==> config.mk <==
export PLATFORM = sky130hd
export DESIGN_NAME = cpuTop
export DESIGN_NICKNAME = d
export VERILOG_FILES = /design/src/verilog/cpuPkg.sv /design/src/verilog/fetchUnit.sv /design/src/verilog/stageReg.sv /design/src/verilog/controlUnit.sv /design/src/verilog/regFile.sv /design/src/verilog/decodeInstruction.sv /design/src/verilog/executeUnit.sv /design/src/verilog/cpuTop.sv
export SDC_FILE = /design/constraint.sdc
export NUM_CORES = 2
export LEC_CHECK = 0
export BUFFER_PORTS_ARGS = -buffer_cell sky130_fd_sc_hd__buf_2
export CORE_MARGIN = 2
export CORE_UTILIZATION = 50
export CTS_BUF_LIST = sky130_fd_sc_hd__clkbuf_4
export DETAILED_ROUTE_END_ITERATION = 8
export PLACE_DENSITY = 0.65
export SLEW_MARGIN = 10
export SYNTH_ARGS = -nofsm -noshare
export SYNTH_HDL_FRONTEND = slang
export SYNTH_SLANG_ARGS = --single-unit
==> constraint.sdc <==
create_clock -name clk -period 4.5 [get_ports clk]
set_input_delay 0 -clock clk [delete_from_list [all_inputs] [get_ports clk]]
set_output_delay 0 -clock clk [all_outputs]
set_load 0.05 [all_outputs]
==> src/verilog/cpuPkg.sv <==
package cpuPkg;

	// datapath widths
	localparam int dataWidth = 16;
	localparam int regSelWidth = 3;

	// opcodes, instruction bits 15:11
	localparam logic [4:0] opHalt = 5'b00000;
	localparam logic [4:0] opNop = 5'b00001;
	localparam logic [4:0] opAddi = 5'b01000;
	localparam logic [4:0] opSubi = 5'b01001;
	localparam logic [4:0] opXori = 5'b01010;
	localparam logic [4:0] opAndni = 5'b01011;
	localparam logic [4:0] opSlbi = 5'b10010;
	localparam logic [4:0] opLbi = 5'b11000;
	localparam logic [4:0] opAlu = 5'b11011;

	// function field of opAlu, bits 1:0
	localparam logic [1:0] fnAdd = 2'b00;
	localparam logic [1:0] fnSub = 2'b01;
	localparam logic [1:0] fnXor = 2'b10;
	localparam logic [1:0] fnAndn = 2'b11;

	// destination register field select
	localparam logic [1:0] destRd = 2'b00;
	localparam logic [1:0] destRt = 2'b01;
	localparam logic [1:0] destRs = 2'b10;

	// immediate extension select
	localparam logic [1:0] immSext5 = 2'b00;
	localparam logic [1:0] immZext5 = 2'b01;
	localparam logic [1:0] immSext8 = 2'b10;
	localparam logic [1:0] immZext8 = 2'b11;

	// sub is add with invA and Cin
	typedef enum logic [1:0] {
		aluAdd,
		aluXor,
		aluAndn,
		aluShiftLoad
	} aluOpT;

	// fetch to decode
	typedef struct packed {
		logic [dataWidth-1:0] instr;
		logic [dataWidth-1:0] pc;
	} fetchPayloadT;

	// decode to execute
	typedef struct packed {
		logic [dataWidth-1:0] opA;
		logic [dataWidth-1:0] opB;
		logic [regSelWidth-1:0] writeReg;
		logic regWrite;
		aluOpT aluOp;
		logic invA;
		logic invB;
		logic Cin;
		logic halt;
		logic illegal;
	} execPayloadT;

endpackage

==> src/verilog/fetchUnit.sv <==
`timescale 1ns/100ps
module fetchUnit #(parameter int imemAddrWidth = 6) (
	// inputs
	clk, rstN, imemWrEn, imemWrAddr, imemWrData, run, halt,
	// outputs
	fetchValid, fetchPayload);

	input logic clk, rstN;
	// memory load port
	input logic imemWrEn;
	input logic [imemAddrWidth-1:0] imemWrAddr;
	input logic [cpuPkg::dataWidth-1:0] imemWrData;
	// fetch advances while high
	input logic run;
	// halt or illegal seen in decode
	input logic halt;

	output logic fetchValid;
	output cpuPkg::fetchPayloadT fetchPayload;

	localparam int pcWidth = cpuPkg::dataWidth;

	logic [cpuPkg::dataWidth-1:0] imem [2**imemAddrWidth];
	logic [imemAddrWidth-1:0] pc;
	// set by halt and held until reset
	logic stopped;

	// one word per write cycle
	always_ff @(posedge clk) begin
		if (imemWrEn) begin
			imem[imemWrAddr] <= imemWrData;
		end
	end

	// the word issued next to a halt is dropped by the stage register flush
	assign fetchValid = run && !stopped;

	// asynchronous read at pc
	always_comb begin
		fetchPayload.instr = imem[pc];
		fetchPayload.pc = pcWidth'(pc);
	end

	always_ff @(posedge clk) begin
		if (!rstN) begin
			pc <= '0;
			stopped <= 1'b0;
		end else begin
			if (halt) begin
				stopped <= 1'b1;
			end
			// advance only when a word is issued
			if (fetchValid) begin
				pc <= pc + 1'b1;
			end
		end
	end

	// a stopped machine stays put until reset
	pcHeldWhenStopped: assert property (@(posedge clk) disable iff (!rstN)
		stopped |=> (stopped && $stable(pc)));

endmodule

==> src/verilog/stageReg.sv <==
`timescale 1ns/100ps
module stageReg #(parameter type payloadT = logic) (
	// inputs
	clk, rstN, flush, inValid, inPayload,
	// outputs
	outValid, outPayload);

	input logic clk, rstN;
	// drops whatever is being captured
	input logic flush;
	input logic inValid;
	input payloadT inPayload;

	output logic outValid;
	output payloadT outPayload;

	// valid is the only control bit here
	always_ff @(posedge clk) begin
		if (!rstN || flush) begin
			outValid <= 1'b0;
		end else begin
			outValid <= inValid;
		end
	end

	// payload follows input every cycle
	always_ff @(posedge clk) begin
		outPayload <= inPayload;
	end

	// downstream gates everything on valid, so it must be clean
	validKnown: assert property (@(posedge clk) disable iff (!rstN)
		!$isunknown(outValid));

endmodule

==> src/verilog/controlUnit.sv <==
`timescale 1ns/100ps
module controlUnit (
	// inputs
	opCode, funct,
	// outputs
	illegal, regDest, regWrite, immSel, aluOp, invA, invB, Cin, halt);

	input logic [4:0] opCode;
	input logic [1:0] funct;

	output logic illegal;
	// 00 bits 4:2, 01 bits 7:5, 10 bits 10:8
	output logic [1:0] regDest;
	output logic regWrite;
	output logic [1:0] immSel;
	output cpuPkg::aluOpT aluOp;
	output logic invA, invB, Cin;
	output logic halt;

	always_comb begin
		// defaults, nothing written
		illegal = 1'b0;
		regDest = cpuPkg::destRd;
		regWrite = 1'b0;
		immSel = cpuPkg::immSext5;
		aluOp = cpuPkg::aluAdd;
		invA = 1'b0;
		invB = 1'b0;
		Cin = 1'b0;
		halt = 1'b0;

		case (opCode)
			cpuPkg::opHalt: begin
				halt = 1'b1;
			end
			cpuPkg::opNop: begin
			end
			// I-format, Rd in bits 7:5
			cpuPkg::opAddi: begin
				regDest = cpuPkg::destRt;
				regWrite = 1'b1;
			end
			cpuPkg::opSubi: begin
				// imm minus Rs
				regDest = cpuPkg::destRt;
				regWrite = 1'b1;
				invA = 1'b1;
				Cin = 1'b1;
			end
			cpuPkg::opXori: begin
				regDest = cpuPkg::destRt;
				regWrite = 1'b1;
				immSel = cpuPkg::immZext5;
				aluOp = cpuPkg::aluXor;
			end
			cpuPkg::opAndni: begin
				regDest = cpuPkg::destRt;
				regWrite = 1'b1;
				immSel = cpuPkg::immZext5;
				aluOp = cpuPkg::aluAndn;
				invB = 1'b1;
			end
			// Rs is also the destination
			cpuPkg::opSlbi: begin
				regDest = cpuPkg::destRs;
				regWrite = 1'b1;
				immSel = cpuPkg::immZext8;
				aluOp = cpuPkg::aluShiftLoad;
			end
			// add with A forced to zero in decode
			cpuPkg::opLbi: begin
				regDest = cpuPkg::destRs;
				regWrite = 1'b1;
				immSel = cpuPkg::immSext8;
			end
			// R-format, Rd in bits 4:2
			cpuPkg::opAlu: begin
				regWrite = 1'b1;
				case (funct)
					cpuPkg::fnAdd: aluOp = cpuPkg::aluAdd;
					cpuPkg::fnSub: begin
						// Rt minus Rs
						invA = 1'b1;
						Cin = 1'b1;
					end
					cpuPkg::fnXor: aluOp = cpuPkg::aluXor;
					default: begin
						aluOp = cpuPkg::aluAndn;
						invB = 1'b1;
					end
				endcase
			end
			// unknown opcode stops the machine like halt
			default: begin
				illegal = 1'b1;
				halt = 1'b1;
			end
		endcase
	end

endmodule

==> src/verilog/regFile.sv <==
`timescale 1ns/100ps
module regFile (
	// inputs
	clk, rstN, readReg1Sel, readReg2Sel, writeRegSel, writeData, writeEn,
	// outputs
	readData1, readData2);

	input logic clk, rstN;
	input logic [cpuPkg::regSelWidth-1:0] readReg1Sel, readReg2Sel;
	input logic [cpuPkg::regSelWidth-1:0] writeRegSel;
	input logic [cpuPkg::dataWidth-1:0] writeData;
	input logic writeEn;

	output logic [cpuPkg::dataWidth-1:0] readData1, readData2;

	localparam int numRegs = 2**cpuPkg::regSelWidth;

	logic [cpuPkg::dataWidth-1:0] regs [numRegs];

	// all registers start at zero
	always_ff @(posedge clk) begin
		if (!rstN) begin
			for (int i = 0; i < numRegs; i++) begin
				regs[i] <= '0;
			end
		end else if (writeEn) begin
			regs[writeRegSel] <= writeData;
		end
	end

	// bypass, a write this cycle is seen by reads this cycle
	always_comb begin
		if (writeEn && (writeRegSel == readReg1Sel)) begin
			readData1 = writeData;
		end else begin
			readData1 = regs[readReg1Sel];
		end
	end

	always_comb begin
		if (writeEn && (writeRegSel == readReg2Sel)) begin
			readData2 = writeData;
		end else begin
			readData2 = regs[readReg2Sel];
		end
	end

endmodule

==> src/verilog/decodeInstruction.sv <==
`timescale 1ns/100ps
module decodeInstruction (
	// inputs
	clk, rstN, inValid, inPayload, wrEn, wrReg, wrData,
	// outputs
	halt, outValid, execPayload);

	input logic clk, rstN;
	input logic inValid;
	input cpuPkg::fetchPayloadT inPayload;
	// write port, driven from execute
	input logic wrEn;
	input logic [cpuPkg::regSelWidth-1:0] wrReg;
	input logic [cpuPkg::dataWidth-1:0] wrData;

	// back to fetch, also flushes the first stage register
	output logic halt;
	output logic outValid;
	output cpuPkg::execPayloadT execPayload;

	logic [cpuPkg::dataWidth-1:0] instr;
	// control outputs
	logic ctlIllegal, ctlRegWrite, ctlHalt;
	logic ctlInvA, ctlInvB, ctlCin;
	logic [1:0] ctlRegDest, ctlImmSel;
	cpuPkg::aluOpT ctlAluOp;
	// register file outputs, Rs and Rt
	logic [cpuPkg::dataWidth-1:0] rsData, rtData;
	logic [cpuPkg::regSelWidth-1:0] writeReg;
	logic [cpuPkg::dataWidth-1:0] immExt;

	assign instr = inPayload.instr;

	controlUnit i_controlUnit (
		.opCode(instr[15:11]), .funct(instr[1:0]),
		.illegal(ctlIllegal), .regDest(ctlRegDest), .regWrite(ctlRegWrite),
		.immSel(ctlImmSel), .aluOp(ctlAluOp), .invA(ctlInvA), .invB(ctlInvB),
		.Cin(ctlCin), .halt(ctlHalt));

	// Rs from 10:8, Rt from 7:5
	regFile i_regFile (
		.clk(clk), .rstN(rstN), .readReg1Sel(instr[10:8]), .readReg2Sel(instr[7:5]),
		.writeRegSel(wrReg), .writeData(wrData), .writeEn(wrEn),
		.readData1(rsData), .readData2(rtData));

	// destination field mux
	always_comb begin
		case (ctlRegDest)
			cpuPkg::destRd: writeReg = instr[4:2];
			cpuPkg::destRt: writeReg = instr[7:5];
			default: writeReg = instr[10:8];
		endcase
	end

	// immediate extension
	always_comb begin
		case (ctlImmSel)
			cpuPkg::immSext5: immExt = {{11{instr[4]}}, instr[4:0]};
			cpuPkg::immZext5: immExt = {11'b0, instr[4:0]};
			cpuPkg::immSext8: immExt = {{8{instr[7]}}, instr[7:0]};
			default: immExt = {8'b0, instr[7:0]};
		endcase
	end

	always_comb begin
		// lbi adds its immediate to zero
		execPayload.opA = (instr[15:11] == cpuPkg::opLbi) ? '0 : rsData;
		// only R-format reads Rt as second operand
		execPayload.opB = (instr[15:11] == cpuPkg::opAlu) ? rtData : immExt;
		execPayload.writeReg = writeReg;
		execPayload.regWrite = ctlRegWrite;
		execPayload.aluOp = ctlAluOp;
		execPayload.invA = ctlInvA;
		execPayload.invB = ctlInvB;
		execPayload.Cin = ctlCin;
		execPayload.halt = ctlHalt;
		execPayload.illegal = ctlIllegal;
	end

	assign outValid = inValid;
	// a bubble must not stop fetch
	assign halt = inValid && ctlHalt;

	// halting instruction reaches execute without a write
	noWriteOnHalt: assert property (@(posedge clk) disable iff (!rstN)
		outValid |-> !(execPayload.regWrite && execPayload.halt));

endmodule

==> src/verilog/executeUnit.sv <==
`timescale 1ns/100ps
module executeUnit (
	// inputs
	clk, rstN, inValid, execPayload,
	// outputs
	wrEn, wrReg, wrData, wbValid, wbReg, wbData, dump, err);

	input logic clk, rstN;
	input logic inValid;
	input cpuPkg::execPayloadT execPayload;

	// register file write, same cycle
	output logic wrEn;
	output logic [cpuPkg::regSelWidth-1:0] wrReg;
	output logic [cpuPkg::dataWidth-1:0] wrData;
	// write-back report, one cycle later
	output logic wbValid;
	output logic [cpuPkg::regSelWidth-1:0] wbReg;
	output logic [cpuPkg::dataWidth-1:0] wbData;
	// sticky until reset
	output logic dump, err;

	logic [cpuPkg::dataWidth-1:0] aIn, bIn, aluOut;
	logic [cpuPkg::dataWidth-1:0] carryIn;

	// operand inversion for sub and andn
	assign aIn = execPayload.invA ? ~execPayload.opA : execPayload.opA;
	assign bIn = execPayload.invB ? ~execPayload.opB : execPayload.opB;
	assign carryIn = {{(cpuPkg::dataWidth-1){1'b0}}, execPayload.Cin};

	always_comb begin
		case (execPayload.aluOp)
			cpuPkg::aluAdd: aluOut = aIn + bIn + carryIn;
			cpuPkg::aluXor: aluOut = aIn ^ bIn;
			// B already inverted
			cpuPkg::aluAndn: aluOut = aIn & bIn;
			// slbi, old Rs moves up a byte
			default: aluOut = (aIn << 8) | bIn;
		endcase
	end

	// combinational so decode can bypass it
	assign wrEn = inValid && execPayload.regWrite;
	assign wrReg = execPayload.writeReg;
	assign wrData = aluOut;

	always_ff @(posedge clk) begin
		if (!rstN) begin
			wbValid <= 1'b0;
			dump <= 1'b0;
			err <= 1'b0;
		end else begin
			wbValid <= wrEn;
			// illegal reports err, plain halt reports dump
			if (inValid && execPayload.halt) begin
				if (execPayload.illegal) begin
					err <= 1'b1;
				end else begin
					dump <= 1'b1;
				end
			end
		end
	end

	always_ff @(posedge clk) begin
		wbReg <= wrReg;
		wbData <= wrData;
	end

	// fetch has stopped and the younger one was flushed
	quietAfterStop: assert property (@(posedge clk) disable iff (!rstN)
		(dump || err) |-> !wbValid);

endmodule

==> src/verilog/cpuTop.sv <==
`timescale 1ns/100ps
module cpuTop #(parameter int imemAddrWidth = 6) (
	// inputs
	clk, rstN, imemWrEn, imemWrAddr, imemWrData, run,
	// outputs
	wbValid, wbReg, wbData, dump, err);

	input logic clk, rstN;
	input logic imemWrEn;
	input logic [imemAddrWidth-1:0] imemWrAddr;
	input logic [cpuPkg::dataWidth-1:0] imemWrData;
	input logic run;

	output logic wbValid;
	output logic [cpuPkg::regSelWidth-1:0] wbReg;
	output logic [cpuPkg::dataWidth-1:0] wbData;
	output logic dump, err;

	// fetch side
	logic fetchValid, decInValid;
	cpuPkg::fetchPayloadT fetchPayload, decPayload;
	// decode side
	logic halt, decodeValid, exInValid;
	cpuPkg::execPayloadT execPayload, exPayload;
	// write back into the register file
	logic wrEn;
	logic [cpuPkg::regSelWidth-1:0] wrReg;
	logic [cpuPkg::dataWidth-1:0] wrData;

	fetchUnit #(.imemAddrWidth(imemAddrWidth)) i_fetchUnit (
		.clk(clk), .rstN(rstN), .imemWrEn(imemWrEn), .imemWrAddr(imemWrAddr),
		.imemWrData(imemWrData), .run(run), .halt(halt),
		.fetchValid(fetchValid), .fetchPayload(fetchPayload));

	// halt in decode flushes the younger slot
	stageReg #(.payloadT(cpuPkg::fetchPayloadT)) i_fetchReg (
		.clk(clk), .rstN(rstN), .flush(halt), .inValid(fetchValid),
		.inPayload(fetchPayload), .outValid(decInValid), .outPayload(decPayload));

	decodeInstruction i_decode (
		.clk(clk), .rstN(rstN), .inValid(decInValid), .inPayload(decPayload),
		.wrEn(wrEn), .wrReg(wrReg), .wrData(wrData),
		.halt(halt), .outValid(decodeValid), .execPayload(execPayload));

	stageReg #(.payloadT(cpuPkg::execPayloadT)) i_execReg (
		.clk(clk), .rstN(rstN), .flush(1'b0), .inValid(decodeValid),
		.inPayload(execPayload), .outValid(exInValid), .outPayload(exPayload));

	executeUnit i_execute (
		.clk(clk), .rstN(rstN), .inValid(exInValid), .execPayload(exPayload),
		.wrEn(wrEn), .wrReg(wrReg), .wrData(wrData),
		.wbValid(wbValid), .wbReg(wbReg), .wbData(wbData), .dump(dump), .err(err));

endmodule

Word-level counts from Yosys, hierarchy flattened

Memories as Yosys holds them, arrays and structs flattened. A register that Yosys moved wholly into a read port is not among the register bits.
Index checks and enable logic that the tools add are counted.
Widths: inputs -> output; s select.

$add $sub $neg: 3
Equality and inequality tests: 17
Mux-type cells: 28
Bitwise gates (word level): 6
Reductions and logical operators: 25

Operator list:

| cell                | count |
|---|---|
| $mux 16             | 6 |
| $pmux 16 s3         | 2 |
| $not 16->16         | 2 |
| $eq 5x4->1 const B  | 4 |
| $add 16x1->16       | 1 |
| $add 16x16->16      | 1 |
| $and 16x16->16      | 1 |
| $or 16x16->16       | 1 |
| $reduce_or 16->1    | 1 |
| $xor 16x16->16      | 1 |
| $eq 5x5->1 const B  | 3 |
| $mux 1              | 12 |
| $reduce_or 9->1     | 1 |
| $eq 2x1->1 const B  | 4 |
| $logic_not 2->1     | 4 |
| $pmux 2 s2          | 2 |
| $pmux 2 s4          | 1 |
| $reduce_or 8->1     | 1 |
| $reduce_or 7->1     | 1 |
| $add 6x1->6 const B | 1 |
| $eq 2x2->1 const B  | 3 |
| $eq 3x3->1          | 2 |
| $logic_and 1x1->1   | 6 |
| $pmux 2 s3          | 1 |
| other kinds (12)    | 17 |

Register bits: 73
RAM bits: 1,152
Bits of input ports: 26
Output and inout port bits: 22
Logic and storage cells: 99
Memories: 2

Memory list:

| memory                  | words | width | read ports | clocked after Yosys merged registers in | wr ports | RTL line        | text |
|---|---|---|---|---|---|---|---|
| i_fetchUnit.imem        | 64    | 16    | 1          | 1                                       | 1        | fetchUnit.sv:23 | `logic [cpuPkg::dataWidth-1:0] imem [2**imemAddrWidth];` |
| i_decode.i_regFile.regs | 8     | 16    | 2          | 0                                       | 8        | regFile.sv:18   | `logic [cpuPkg::dataWidth-1:0] regs [numRegs];` |

Depth between registers and ports, before layout

Depth after elaboration: 7
Gate-level depth with buffers: 15
Depth with buffers taken out: 12

Cells and area by module

A second synthesis with hierarchy kept.

Cells, all modules: 2,731
Area total of the unflattened synthesis: 52,051.2 um^2

By module, submodules not included:

| module                 | times used | cells an instance | area each (um^2) |
|---|---|---|---|
| fetchUnit              | 1          | 1,859             | 40,236.1 |
| regFile                | 1          | 446               | 7,440.9 |
| executeUnit            | 1          | 247               | 2,049.5 |
| stageReg at i_execReg  | 1          | 45                | 889.6 |
| stageReg at i_fetchReg | 1          | 34                | 669.4 |
| decodeInstruction      | 1          | 65                | 525.5 |
| controlUnit            | 1          | 34                | 236.5 |
| cpuTop                 | 1          | 1                 | 3.8 |

Worst setup path before layout

Ideal clock, no wire load.

Path kind: reg-to-reg
Start: register i_execReg.outPayload[4] in the netlist's numbering
End: memory i_decode.i_regFile.regs[0][14] in the netlist's numbering (data pin)
Arrival: 3,443 ps
Setup slack: 792 ps
Stages on the path, launching flop included: 14
Path buffers: 4
Period minus slack after synthesis: 3,708 ps
Path through: dfxtp_1 buf_6 buf_2 buf_1 o21ai_0 fa_1 or4_4 a32oi_2 o2111ai_1 a311oi_1 xor2_1 o21ai_1 buf_2 nor2_1

RTL lines:

| item                   | RTL line       | text |
|---|---|---|
| from (decl)            | stageReg.sv:15 | `output payloadT outPayload;` |
| from (signal assigned) | stageReg.sv:28 | `outPayload <= inPayload;` |
| to (decl)              | regFile.sv:18  |  |

==> impl_metrics.csv <==
group,metric,value,unit
power_and_ir_drop,power.switching,7.06,mW
synthesis,synth-xor-area-share,1.17,%
place,placed_area,52500,µm²
setup_path,arrival,4.87,ns
setup_path,critPathKind,"reg2reg",
synthesis,async_flop_share,0,%
drt,dr.pass1.iters,5,
power_and_ir_drop,p_leak,18.8,nW
drt,ant_nets,0,
sta,setup_violations,0,
setup_path,cp_top_family,"compound AO/OA/AOI/OAI gates",
synthesis,synthMuxAreaShare,18.5,%
clocking,cts_buffers,332,
drt,routed_wl,123000,µm
grt,grt_pass1_vias,27829,
power_and_ir_drop,power_density,466,nW/µm²
synthesis,netlist_area,50100,µm²
clocking,htreeDepth,5,
setup_path,crit_fanout,22,
final_layout,area_delta_synth_final,13.8,%
clocking,cts.sinks,1241,
setup_path,critPathLaunchType,"flip-flop",
sta,min_period,3.95,ns
floorplanning,num_io_pins,48,
sta,slew_viol_final,0,
drt,drc,0,
sta,setup_tns,0,ns
synthesis,synth_compound_area_share,2.13,%
flow_run,maxCapViolations,0,
synthesis,synth_edf_count,1152,
drt,vias_per_cell,6.04,
final_layout,final_nets,2944,
final_layout,drive_gt1_share,36.3,%
synthesis,synthCells,2512,
sta,fin_hold_ws,0.176,ns
grt,antenna_found_initial,5,
synthesis,synthDistinctLibCells,67,
sta,tightest_slew,1.28,ns
synthesis,synth_top_family_by_area,"multiplexers",
place,hpwl,69900,µm
synthesis,synthFlopType,"edfxtp_1",
power_and_ir_drop,p_int,19.5,mW
grt,grt-ovfl-total,0,
synthesis,synthSimpleGateAreaFrac,3.78,%
setup_path,critPathCaptureType,"flip-flop",
clocking,cts.clk_slew.worst_paths,0.07,ns
grt,grtUsageTotal,24.3,%
power_and_ir_drop,peakVddDrop,0.244,mV
sta,max-slew-margin-rel,14.4,%
final_layout,mostFrequentLayoutCell,"edfxtp_1",
sta,rsz0062_at_grt,"no",
final_layout,final_cell_mix,"edfxtp_1, clkbuf_4, mux4_2",
setup_path,path_cells,"buf_4 > xnor2_1 > fa_1 > or4_4 > a32oi_2 > o2111ai_1 > a311oi_1 > xor2_1 > o21ai_1 > o221ai_1",
synthesis,yosys_register_bits,1241,
drt,vias,26723,
floorplanning,die_w,321,µm
floorplanning,start_util,50.3,%
sta,final_hold_viol_count,0,
floorplanning,rows,116,
place,gp_congestion,0.839,
synthesis,synthAdderAreaFrac,0.429,%
grt,grt_max_degree,65,
clocking,cts_tree,"done",
clocking,clk_latency,1.15,ns
setup_path,cpMaxStageDelayCell,"o21ai_1",
power_and_ir_drop,p_comb_share,15.0,%
power_and_ir_drop,seqPwrFrac,49.4,%
setup_path,critPathMaxStageDelay,0.66,ns
power_and_ir_drop,sw_frac_of_total,26.5,%
sta,fin_worst_skew,0.0860,ns
run_status,status,"complete, no violations",
floorplanning,die_h,321,µm
sta,fmax,0.253,GHz
drt,wire_per_inst,27.7,µm
setup_path,path_buf_inv,1,
floorplanning,coreArea,99700,µm²
sta,fin_crit_sh,87.8,%
final_layout,final_cell_area,57100,µm²
synthesis,ys_seq_area_share,72.6,%
place,io_buffers,47,
power_and_ir_drop,p_clk_share,35.6,%
synthesis,synth.avg_cell_area,20.0,µm²
setup_path,required,5.42,ns
clocking,cts-root-buf,"clkbuf_4",
grt,grt_pass1_wl,180000,µm
clocking,postCtsSetupBuffers,0,
synthesis,syn_nets,2553,
drt,drtIter0Drc,2749,
synthesis,ys_warn_count,0,
min_path,hp-class,"in2reg",
clocking,clockBufferDepth,4,
floorplanning,dieArea,103000,µm²
## worst register-to-register path, cell delays in order (launching register included)
cell and delay (ns):
dfxtp_1 0.34, buf_4 0.39, xnor2_1 0.23, fa_1 0.48, or4_4 0.57, a32oi_2 0.25
o2111ai_1 0.20, a311oi_1 0.32, xor2_1 0.11, o21ai_1 0.66, o221ai_1 0.23
## path summary, 6_finish.rpt
check                                from                        to  slack, ns  cells past startpoint
setup / recovery  i_execReg.outPayload[3]  i_execReg.outPayload[25]       0.55                     10
hold / removal              imemWrData[6]   i_fetchUnit.imem[27][6]       0.18                      2
setup reg to reg  i_execReg.outPayload[3]  i_execReg.outPayload[25]       0.55                     10
hold reg to reg   i_execReg.outPayload[8]        i_execute.wbReg[0]       0.44                      0
## synth_stat cells (9+ instances only)
cell type  count  area, µm²
a211oi_1      37        278
a21oi_1       31        155
and2_1        10       62.6
buf_1         35        131
buf_2          9       45.0
clkbuf_1     113        424
dfxtp_1       89       1780
edfxtp_1    1152      34600
ha_1          14        175
inv_1         28        105
mux2i_1       19        190
mux4_2       401       9030
nand2_1       63        236
nand2b_1      10       62.6
nand3_1       19       95.1
nor2_1       229        860
nor2b_1       34        213
nor3_1        20        100
o21ai_0       24        120
o221ai_1       9       78.8
xnor2_1       23        201
xor2_1        39        342
## what timing repair did
item                      in CTS  in global routing
hold endpoints to repair    2123                288
gates resized for setup        0                  0
hold buffers                  41                  6
## logic make-up (layout without fill, tap and decap cells)
kind of cell | count (synthesis) | count (layout)
XOR/XNOR | 64 | 64
multiplexers | 423 | 423
AO/OA/AOI/OAI | 156 | 156
buffers and inverters | 189 | 793
flip-flops | 1241 | 1241
adder cells (fa/ha/maj) | 17 | 17
other | 0 | 10
AND/OR/NAND/NOR | 422 | 422
## power groups by stage
stage	Combinational [mW]	Sequential [mW]	Clock [mW]
finish	3.99	13.2	9.47
global route	4.25	13.2	10.4
CTS	4.01	13.2	9.74
detailed placement	3.98	13.4	0
global placement	3.92	13.4	0
floorplan	2.50	13.5	0
## cell type report
class	count	area, µm²
Inverter	29	109
Antenna cell	10	25.0
Clock inverter	57	303
Tap cell	1298	1620
Timing Repair Buffer	217	1800
Multi-Input combinational cell	1082	13100
Clock buffer	490	3680
Fill cell	7515	42700
Sequential cell	1241	36400
## registers in the layout, summed over array words and instances, names as in the netlist, 3 cells and up
name and cells:
i_decode.i_regFile.regs 128, i_execReg.outPayload 42, i_execute.wbData 16, i_execute.wbReg 3, i_fetchReg.outPayload 16, i_fetchUnit.imem 1024, i_fetchUnit.pc 6
## layer usage
metal	GRT usage [%]	part of all wire, %	routed length (µm)
met2	41.3	52	63600
met1	31.3	38	47000
met4	8.46	2.4	2920
met3	5.13	7.3	8990
met5	0	0	0
## through the flow
step / util (%) / setup slack (ns) / cells / power (mW)
2_1_floorplan: - / 0.792 / 2512 / 16.0
3_3_place_gp: 52.7 / 0.629 / 3819 / 17.3
3_5_place_dp: 52.7 / 0.557 / 3819 / 17.4
4_1_cts: 57.1 / 0.552 / 4407 / 26.9
5_1_grt: 57.2 / 0.303 / 4418 / 27.8
6_report: 57.2 / 0.547 / 4424 / 26.6
Power figures use the tool's default switching activity.
